===== src/srpt_grant_pkg.sv =====
`default_nettype none

package srpt_grant_pkg;

   // Number of messages granted at the same time
   localparam int OVERCOMMIT_SLOTS = 8;
   localparam int SLOT_W = 3;

   // Header field widths
   localparam int PEER_W = 14;
   localparam int RPC_W = 16;
   localparam int BYTES_W = 32;

   // Bytes carried by one data packet
   localparam logic [BYTES_W-1:0] PAYLOAD_BYTES = 32'd1386;

   // 60000 RTT bytes times 8 overcommitted messages
   localparam logic [BYTES_W-1:0] BUDGET_BYTES = 32'd480000;

   // Packet header popped from the input FIFO
   typedef struct packed {
      logic [PEER_W-1:0]  peer;
      logic [RPC_W-1:0]   rpc;
      logic [BYTES_W-1:0] offset;
      logic [BYTES_W-1:0] msg_len;
   } hdr_t;

   // One slot of the active table
   typedef struct packed {
      logic               active;
      logic [PEER_W-1:0]  peer;
      logic [RPC_W-1:0]   rpc;
      logic [BYTES_W-1:0] recv_bytes;
      logic [BYTES_W-1:0] grantable_bytes;
   } entry_t;

   typedef entry_t [OVERCOMMIT_SLOTS-1:0] entry_vec_t;

   // Grant written to the output FIFO
   typedef struct packed {
      logic [PEER_W-1:0]  peer;
      logic [RPC_W-1:0]   rpc;
      logic [BYTES_W-1:0] grant_bytes;
   } grant_t;

   // Table operations, one per cycle at most
   typedef enum logic [1:0] {
      UPD_NONE   = 2'd0,
      UPD_INSERT = 2'd1,
      UPD_DATA   = 2'd2,
      UPD_GRANT  = 2'd3
   } upd_kind_t;

   typedef struct packed {
      upd_kind_t          kind;
      logic [SLOT_W-1:0]  slot;
      hdr_t               hdr;
      logic [BYTES_W-1:0] grant_bytes;
   } table_upd_t;

   typedef enum logic [1:0] {
      CTRL_IDLE    = 2'd0,
      CTRL_NEW_HDR = 2'd1,
      CTRL_GRANT   = 2'd2
   } ctrl_state_t;

endpackage

`default_nettype wire


===== src/srpt_ctrl.sv =====
`default_nettype none

module srpt_ctrl (
   input  wire logic                                ap_clk,
   input  wire logic                                ap_rst,
   input  wire logic                                header_avail_i,
   input  wire srpt_grant_pkg::hdr_t                header_data_i,
   output logic                                     header_read_o,
   input  wire logic                                grant_room_i,
   output logic                                     grant_write_o,
   output srpt_grant_pkg::grant_t                   grant_data_o,
   input  wire srpt_grant_pkg::entry_vec_t          entries_i,
   input  wire logic                                match_hit_i,
   input  wire logic [srpt_grant_pkg::SLOT_W-1:0]   match_slot_i,
   input  wire logic                                free_hit_i,
   input  wire logic [srpt_grant_pkg::SLOT_W-1:0]   free_slot_i,
   input  wire logic                                ready_hit_i,
   input  wire logic [srpt_grant_pkg::SLOT_W-1:0]   ready_slot_i,
   output srpt_grant_pkg::table_upd_t               upd_o
);

   import srpt_grant_pkg::*;

   ctrl_state_t        state_q;
   logic [BYTES_W-1:0] budget_q;

   // Header and search results taken at the pop
   hdr_t               hdr_q;
   logic               match_hit_q;
   logic [SLOT_W-1:0]  match_slot_q;
   logic               free_hit_q;
   logic [SLOT_W-1:0]  free_slot_q;

   // Slot chosen at the grant decision
   logic [SLOT_W-1:0]  grant_slot_q;

   entry_t             grant_entry;
   logic [BYTES_W-1:0] grant_bytes;
   logic               first_pkt;
   logic               grant_go;

   // Pop whenever idle and the FIFO is not empty
   assign header_read_o = (state_q == CTRL_IDLE) && header_avail_i;

   // Grants only when no header waits, so headers always win
   assign grant_go = (state_q == CTRL_IDLE) && !header_avail_i && grant_room_i &&
                     ready_hit_i && (budget_q != '0);

   // Table is stable between decision and grant cycle
   assign grant_entry = entries_i[grant_slot_q];

   // Clip to what is left of the budget
   assign grant_bytes = (grant_entry.recv_bytes < budget_q) ? grant_entry.recv_bytes
                                                            : budget_q;

   // Offset zero marks the first packet of a message
   assign first_pkt = (hdr_q.offset == '0);

   always_ff @(posedge ap_clk) begin
      if (ap_rst) begin
         state_q       <= CTRL_IDLE;
         budget_q      <= BUDGET_BYTES;
         grant_write_o <= 1'b0;
      end else begin
         // Write strobe is a single cycle pulse
         grant_write_o <= 1'b0;
         case (state_q)
            CTRL_IDLE: begin
               if (header_read_o) begin
                  state_q <= CTRL_NEW_HDR;
               end else if (grant_go) begin
                  state_q <= CTRL_GRANT;
               end
            end
            CTRL_NEW_HDR: state_q <= CTRL_IDLE;
            CTRL_GRANT: begin
               state_q       <= CTRL_IDLE;
               budget_q      <= budget_q - grant_bytes;
               grant_write_o <= 1'b1;
            end
            default: state_q <= CTRL_IDLE;
         endcase
      end
   end

   always_ff @(posedge ap_clk) begin
      if (header_read_o) begin
         hdr_q        <= header_data_i;
         match_hit_q  <= match_hit_i;
         match_slot_q <= match_slot_i;
         free_hit_q   <= free_hit_i;
         free_slot_q  <= free_slot_i;
      end
      if (grant_go) begin
         grant_slot_q <= ready_slot_i;
      end
      // Output register, qualified by grant_write_o
      if (state_q == CTRL_GRANT) begin
         grant_data_o.peer        <= grant_entry.peer;
         grant_data_o.rpc         <= grant_entry.rpc;
         grant_data_o.grant_bytes <= grant_bytes;
      end
   end

   // One table update per cycle
   always_comb begin
      upd_o.kind        = UPD_NONE;
      upd_o.slot        = grant_slot_q;
      upd_o.hdr         = hdr_q;
      upd_o.grant_bytes = grant_bytes;
      case (state_q)
         CTRL_NEW_HDR: begin
            // New message needs a free slot and must not exist yet
            if (first_pkt && !match_hit_q && free_hit_q) begin
               upd_o.kind = UPD_INSERT;
               upd_o.slot = free_slot_q;
            end else if (!first_pkt && match_hit_q) begin
               upd_o.kind = UPD_DATA;
               upd_o.slot = match_slot_q;
            end
            // Full table, duplicate start or unknown RPC is dropped
         end
         CTRL_GRANT: upd_o.kind = UPD_GRANT;
         default: ;
      endcase
   end

endmodule

`default_nettype wire


===== src/srpt_grant_top.sv =====
`default_nettype none

module srpt_grant_top (
   input  wire logic                     ap_clk,
   input  wire logic                     ap_rst,
   input  wire logic                     header_avail_i,
   input  wire srpt_grant_pkg::hdr_t     header_data_i,
   output logic                          header_read_o,
   input  wire logic                     grant_room_i,
   output logic                          grant_write_o,
   output srpt_grant_pkg::grant_t        grant_data_o
);

   import srpt_grant_pkg::*;

   // Table contents seen by both searches
   entry_vec_t        entries;

   // Header search results
   logic              match_hit;
   logic [SLOT_W-1:0] match_slot;
   logic              free_hit;
   logic [SLOT_W-1:0] free_slot;

   // SRPT winner
   logic              ready_hit;
   logic [SLOT_W-1:0] ready_slot;

   table_upd_t        upd;

   srpt_table srpt_table_inst (
      .ap_clk    (ap_clk),
      .ap_rst    (ap_rst),
      .upd_i     (upd),
      .entries_o (entries)
   );

   // Searched with the FIFO head before the pop
   srpt_match srpt_match_inst (
      .entries_i    (entries),
      .hdr_i        (header_data_i),
      .match_hit_o  (match_hit),
      .match_slot_o (match_slot),
      .free_hit_o   (free_hit),
      .free_slot_o  (free_slot)
   );

   srpt_select srpt_select_inst (
      .entries_i    (entries),
      .ready_hit_o  (ready_hit),
      .ready_slot_o (ready_slot)
   );

   srpt_ctrl srpt_ctrl_inst (
      .ap_clk         (ap_clk),
      .ap_rst         (ap_rst),
      .header_avail_i (header_avail_i),
      .header_data_i  (header_data_i),
      .header_read_o  (header_read_o),
      .grant_room_i   (grant_room_i),
      .grant_write_o  (grant_write_o),
      .grant_data_o   (grant_data_o),
      .entries_i      (entries),
      .match_hit_i    (match_hit),
      .match_slot_i   (match_slot),
      .free_hit_i     (free_hit),
      .free_slot_i    (free_slot),
      .ready_hit_i    (ready_hit),
      .ready_slot_i   (ready_slot),
      .upd_o          (upd)
   );

endmodule

`default_nettype wire


===== src/srpt_match.sv =====
`default_nettype none

module srpt_match (
   input  wire srpt_grant_pkg::entry_vec_t     entries_i,
   input  wire srpt_grant_pkg::hdr_t           hdr_i,
   output logic                                match_hit_o,
   output logic [srpt_grant_pkg::SLOT_W-1:0]   match_slot_o,
   output logic                                free_hit_o,
   output logic [srpt_grant_pkg::SLOT_W-1:0]   free_slot_o
);

   import srpt_grant_pkg::*;

   // One bit per slot for each search
   logic [OVERCOMMIT_SLOTS-1:0] rpc_eq;
   logic [OVERCOMMIT_SLOTS-1:0] slot_free;

   // Compare the header against every slot in parallel
   always_comb begin
      for (int s = 0; s < OVERCOMMIT_SLOTS; s++) begin
         // Both peer and RPC must match, and only live slots count
         rpc_eq[s] = entries_i[s].active &&
                     (entries_i[s].peer == hdr_i.peer) &&
                     (entries_i[s].rpc == hdr_i.rpc);
         slot_free[s] = !entries_i[s].active;
      end
   end

   // Priority encode the match vector, lowest slot wins
   always_comb begin
      match_hit_o  = 1'b0;
      match_slot_o = '0;
      // Walk downward so the last hit written is the lowest slot
      for (int s = OVERCOMMIT_SLOTS - 1; s >= 0; s--) begin
         if (rpc_eq[s]) begin
            match_hit_o  = 1'b1;
            match_slot_o = SLOT_W'(s);
         end
      end
   end

   // Lowest empty slot takes the next new message
   always_comb begin
      free_hit_o  = 1'b0;
      free_slot_o = '0;
      for (int s = OVERCOMMIT_SLOTS - 1; s >= 0; s--) begin
         if (slot_free[s]) begin
            free_hit_o  = 1'b1;
            free_slot_o = SLOT_W'(s);
         end
      end
   end

endmodule

`default_nettype wire


===== src/srpt_select.sv =====
`default_nettype none

module srpt_select (
   input  wire srpt_grant_pkg::entry_vec_t     entries_i,
   output logic                                ready_hit_o,
   output logic [srpt_grant_pkg::SLOT_W-1:0]   ready_slot_o
);

   import srpt_grant_pkg::*;

   // Candidate carried up the comparator tree
   typedef struct packed {
      logic               valid;
      logic [SLOT_W-1:0]  slot;
      logic [BYTES_W-1:0] grantable;
   } cand_t;

   // Heap layout, node n has children 2n+1 and 2n+2
   // Leaves sit at OVERCOMMIT_SLOTS-1 and up, in slot order
   cand_t node [2*OVERCOMMIT_SLOTS-1];

   // Keep the shorter remaining message
   // Left input always covers lower slots, so it keeps ties
   function automatic cand_t pick(input cand_t lo, input cand_t hi);
      if (lo.valid && (!hi.valid || (lo.grantable <= hi.grantable))) begin
         return lo;
      end
      return hi;
   endfunction

   genvar s;
   genvar n;

   // Leaves, one per slot
   generate
      for (s = 0; s < OVERCOMMIT_SLOTS; s++) begin : g_leaf
         // Ready means live and holding received bytes not yet granted
         assign node[OVERCOMMIT_SLOTS-1+s].valid =
            entries_i[s].active && (entries_i[s].recv_bytes != '0);
         assign node[OVERCOMMIT_SLOTS-1+s].slot = SLOT_W'(s);
         assign node[OVERCOMMIT_SLOTS-1+s].grantable = entries_i[s].grantable_bytes;
      end
   endgenerate

   // Inner comparators, log2 levels deep
   generate
      for (n = 0; n < OVERCOMMIT_SLOTS - 1; n++) begin : g_node
         assign node[n] = pick(node[2*n+1], node[2*n+2]);
      end
   endgenerate

   // Root holds the SRPT winner
   assign ready_hit_o  = node[0].valid;
   assign ready_slot_o = node[0].slot;

endmodule

`default_nettype wire


===== src/srpt_table.sv =====
`default_nettype none

module srpt_table (
   input  wire logic                        ap_clk,
   input  wire logic                        ap_rst,
   input  wire srpt_grant_pkg::table_upd_t  upd_i,
   output srpt_grant_pkg::entry_vec_t       entries_o
);

   import srpt_grant_pkg::*;

   // Slot valid flags
   logic [OVERCOMMIT_SLOTS-1:0] active_q;

   // Slot contents
   logic [PEER_W-1:0]  peer_q      [OVERCOMMIT_SLOTS];
   logic [RPC_W-1:0]   rpc_q       [OVERCOMMIT_SLOTS];
   logic [BYTES_W-1:0] recv_q      [OVERCOMMIT_SLOTS];
   logic [BYTES_W-1:0] grantable_q [OVERCOMMIT_SLOTS];

   // Current counts of the addressed slot
   logic [BYTES_W-1:0] sel_recv;
   logic [BYTES_W-1:0] sel_grantable;

   // Next values per update kind
   logic [BYTES_W-1:0] ins_grantable;
   logic [BYTES_W-1:0] data_recv;
   logic [BYTES_W-1:0] data_grantable;
   logic [BYTES_W-1:0] grant_recv;
   logic               grant_done;

   assign sel_recv      = recv_q[upd_i.slot];
   assign sel_grantable = grantable_q[upd_i.slot];

   always_comb begin
      // First packet already carried one payload
      if (upd_i.hdr.msg_len > PAYLOAD_BYTES) begin
         ins_grantable = upd_i.hdr.msg_len - PAYLOAD_BYTES;
      end else begin
         ins_grantable = '0;
      end

      // Data packet moves one payload from grantable to received
      data_recv = sel_recv + PAYLOAD_BYTES;
      if (sel_grantable > PAYLOAD_BYTES) begin
         data_grantable = sel_grantable - PAYLOAD_BYTES;
      end else begin
         data_grantable = '0;
      end

      // Grant takes at most the received bytes
      grant_recv = sel_recv - upd_i.grant_bytes;

      // Fully granted message frees its slot
      grant_done = (grant_recv == '0) && (sel_grantable == '0);
   end

   always_ff @(posedge ap_clk) begin
      if (ap_rst) begin
         active_q <= '0;
      end else begin
         case (upd_i.kind)
            UPD_INSERT: active_q[upd_i.slot] <= 1'b1;
            UPD_GRANT: begin
               if (grant_done) begin
                  active_q[upd_i.slot] <= 1'b0;
               end
            end
            default: ;
         endcase
      end
   end

   always_ff @(posedge ap_clk) begin
      case (upd_i.kind)
         UPD_INSERT: begin
            peer_q[upd_i.slot]      <= upd_i.hdr.peer;
            rpc_q[upd_i.slot]       <= upd_i.hdr.rpc;
            recv_q[upd_i.slot]      <= PAYLOAD_BYTES;
            grantable_q[upd_i.slot] <= ins_grantable;
         end
         UPD_DATA: begin
            recv_q[upd_i.slot]      <= data_recv;
            grantable_q[upd_i.slot] <= data_grantable;
         end
         UPD_GRANT: recv_q[upd_i.slot] <= grant_recv;
         default: ;
      endcase
   end

   // Present the slots as one packed vector
   always_comb begin
      for (int s = 0; s < OVERCOMMIT_SLOTS; s++) begin
         entries_o[s].active          = active_q[s];
         entries_o[s].peer            = peer_q[s];
         entries_o[s].rpc             = rpc_q[s];
         entries_o[s].recv_bytes      = recv_q[s];
         entries_o[s].grantable_bytes = grantable_q[s];
      end
   end

endmodule

`default_nettype wire

===== config.mk =====
export PLATFORM = sky130hd
export DESIGN_NAME = srpt_grant_top
export DESIGN_NICKNAME = d
export VERILOG_FILES = /design/src/srpt_grant_pkg.sv /design/src/srpt_ctrl.sv /design/src/srpt_grant_top.sv /design/src/srpt_match.sv /design/src/srpt_select.sv /design/src/srpt_table.sv
export SDC_FILE = /design/constraint.sdc
export NUM_CORES = 2
export LEC_CHECK = 0
export ABC_AREA = 0
export BUFFER_PORTS_ARGS = -buffer_cell sky130_fd_sc_hd__buf_4
export CAP_MARGIN = 20
export CORE_ASPECT_RATIO = 1.2
export CORE_UTILIZATION = 50
export CTS_CLUSTER_DIAMETER = 60
export CTS_CLUSTER_SIZE = 8
export DETAILED_ROUTE_END_ITERATION = 8
export PLACE_DENSITY = 0.66
export SLEW_MARGIN = 20
export SYNTH_ARGS = -nofsm -noshare
export SYNTH_HDL_FRONTEND = slang
export SYNTH_SLANG_ARGS = --single-unit

===== constraint.sdc =====
create_clock -name ap_clk -period 23.4 [get_ports ap_clk]
set_input_delay 2.34 -clock ap_clk [delete_from_list [all_inputs] [get_ports ap_clk]]
set_output_delay 2.34 -clock ap_clk [all_outputs]
set_load 0.01 [all_outputs]

==> summary.txt <==
P per Cell Area = 64.07 nW/um^2
GRT overflow = 0
Design Area, Final = 63810 um^2
met3 usage = 0.07696
cells after synthesis = 4726
# rows = 134
number of global-route vias before repair = 42780
worst-path fanout max = 24
predominant post-synthesis flop cell = edfxtp_1
Post-synth EDFFs = 919
H-tree levels = 4
Global Route met1 Usage = 0.4491
vias per cell = 6.644
Final setup viols = 0
crit end category = register
# IOs = 162
Setup CP Type = reg2reg
cell taking the most area after synthesis = edfxtp_1
Total GRT Usage = 0.3681
Resize count post-CTS = 0
first-pass GRT wire length = 299.5 mm
worst-margin pin slew = 1218 ps
Peak Freq = 97.49 MHz
post-DP HPWL = 149.9 mm
Max clock buf depth = 3
final WL = 210.4 mm
synth top area cells = edfxtp_1, ha_1, mux4_2, xnor2_1, mux2i_1
initial antenna violation count = 3
Die H = 370.5 um
register area share after synthesis = 0.5031
Req. time, crit path = 23930 ps
post-CTS setup buffers = 0
CTS tree = yes
CP max stage cell = buf_4
total leakage power = 23.58 nW
Placed Area = 59740 um^2
TritonRoute pass-1 iters = 5
GR Util met2 = 0.5812
slowest stage delay, CP = 520 ps
Final Hold Viols = 0
starting density of the core = 0.5066
fin crit period = 10260 ps
clk_lat worst skew = 790 ps
count leader, synth = edfxtp_1
number of port buffers = 161
Data arrival, critical path = 10780 ps
Area Growth Syn to Fin = 12.81%
YS warnings = 0
post-detailed-route count of antenna-violating nets = 0
final non-filler cell total = 6466
Avg Cell Area, Syn = 11.97 um^2
status = completed
CTS clk-pin slew, worst paths = 50 ps
DRC errors left = 0
synth cell count leaders = edfxtp_1, nand2_1, ha_1
via count = 42960
Nets = 5339
TNS Setup = 0 ps
Yosys top cell area share = 0.4879
RSZ-0062 raised after global routing = no
Worst slew margin = 0.1814
DR WL/cell = 32.53 um
most used cell, CP = o21a_1
Max Cap Viol = 0
TritonCTS Buffers = 143
Most Used Layer, Global Route = met2
Worst Setup Start Kind = register
hold crit path type = reg2reg
CTS root buf = clkbuf_16
die area = 114500 um^2
largest net degree at the start of global routing = 137
post-synthesis register bit count = 962
ratio of cells with drive above 1 in the final layout = 0.1555
Distinct cells, synth = 124
initial DRC count = 5608
Mapped Nets = 5152
Placer Congestion = 1.002
placed cells = 6264
Core Util, Final = 0.5715
Post-Syn Area = 56570 um^2
cts hold-fix bufs = 0
Fin Clk Skew = 39.94 ps
Chip Width = 309.0 um
crit path launch = srpt_table_inst.grantable_q[2][1]$_DFFE_PP_
clk sinks = 962
core area = 111700 um^2
Final period util = 0.4384
Reg-to-Reg Start = srpt_table_inst.grantable_q[2][1]$_DFFE_PP_
async set or reset register ratio after synthesis = 0
worst hold start = srpt_ctrl_inst.budget_q[3]$_SDFFE_PP0P_
VDD IR max = 73.15 uV
Max Slew Vio Count = 0
[stage by stage]
stage	setup WS [ps]	hold slack [ps]	power (mW)
after global placement	13530	502.3	2.187
after floorplan	15070	468.6	2.087
after CTS	13490	521.1	4.093
after global routing	12820	553.9	4.176
final	13140	517.6	4.089
after detailed placement	13570	512.2	2.190
[cell type report]
type,count,area (um^2)
Timing Repair Buffer,253,1924
Fill cell,9338,47850
Clock inverter,21,237.7
Tap cell,1496,1872
Multi-Input combinational cell,3229,26270
Antenna cell,4,10.01
Inverter,324,1216
Clock buffer,177,3821
Sequential cell,962,28460
[sequential cells by signal (all words and copies together), names as in the netlist, named ones only]
signal	count
srpt_ctrl_inst.grant_data_o	62
srpt_ctrl_inst.state_q	2
srpt_table_inst.grantable_q	256
srpt_ctrl_inst.budget_q	32
srpt_ctrl_inst.match_slot_q	3
srpt_ctrl_inst.grant_write_o	1
srpt_ctrl_inst.free_hit_q	1
srpt_table_inst.peer_q	112
srpt_ctrl_inst.free_slot_q	3
srpt_table_inst.rpc_q	128
srpt_ctrl_inst.upd_o	94
srpt_ctrl_inst.match_hit_q	1
srpt_ctrl_inst.grant_slot_q	3
srpt_table_inst.recv_q	256
[cells in the final DEF, fill, tap and decap left out, drive strengths merged, types with 19 or more instances in the layout]
cell | Yosys | routed
a211oi | 36 | 36
o21a | 60 | 60
and3 | 22 | 22
mux2i | 212 | 212
nor2 | 205 | 205
nor2b | 59 | 59
a311oi | 24 | 24
nand3 | 85 | 85
dfxtp | 43 | 43
nor3 | 50 | 50
o22ai | 101 | 101
edfxtp | 919 | 919
buf | 106 | 253
nor4 | 145 | 145
nand2b | 43 | 43
a31oi | 33 | 33
ha | 326 | 326
o21ai | 168 | 168
nand2 | 343 | 343
inv | 324 | 330
clkbuf | 105 | 177
or3 | 19 | 19
a21oi | 192 | 192
o221ai | 27 | 27
xor2 | 123 | 123
a21o | 72 | 72
o211ai | 21 | 21
mux4 | 133 | 133
nand4 | 147 | 147
and2 | 20 | 20
xnor2 | 240 | 240
o31ai | 30 | 30
mux2 | 56 | 56
[path summary, 6_finish.rpt]
check / end / slack [ps] / depth (start not counted)
worst max register to register: srpt_ctrl_inst.grant_slot_q[1]$_DFFE_PP_ / 13140 / 42
worst max-delay path: srpt_ctrl_inst.grant_slot_q[1]$_DFFE_PP_ / 13140 / 42
worst min-delay path: srpt_ctrl_inst.budget_q[3]$_SDFFE_PP0P_ / 520 / 2
worst min register to register: srpt_ctrl_inst.budget_q[3]$_SDFFE_PP0P_ / 520 / 2
[worst max-delay path: cells and delay by family, from the launching register on]
family | cells | cell delay [ps]
compound gates | 25 | 5990
fa+ha+maj | 3 | 960
mux | 3 | 940
buf+inv | 2 | 870
simple gates | 9 | 730
flops | 1 | 430
[layer usage]
| metal | vias to the layer above | part of all wire |
|---|---|---|
| met5 | - | 0 |
| met4 | 0 | 0.081 |
| li1 | 18470 | - |
| met2 | 2755 | 0.46 |
| met1 | 21010 | 0.36 |
| met3 | 723 | 0.098 |
[power breakdown]
group	switching, mW	leakage (nW)	internal, mW
Combinational	0.166	13.0	0.0771
Clock	0.776	1.97	1.15
Sequential	0.0156	8.63	1.91
Total	0.958	23.6	3.13
[cell families (layout without fill, tap and decap cells)]
group | Yosys count | after routing | share of synthesized area
compound gates | 927 | 927 | 0.1135
simple gates | 1210 | 1210 | 0.1131
other cells | 0 | 4 | 0
fa+ha+maj | 328 | 328 | 0.07282
buf+inv | 535 | 775 | 0.03880
flops | 962 | 962 | 0.5031
mux | 401 | 401 | 0.1026
xor+xnor | 363 | 363 | 0.05621
No activity file was read; power rests on OpenSTA's default activity.
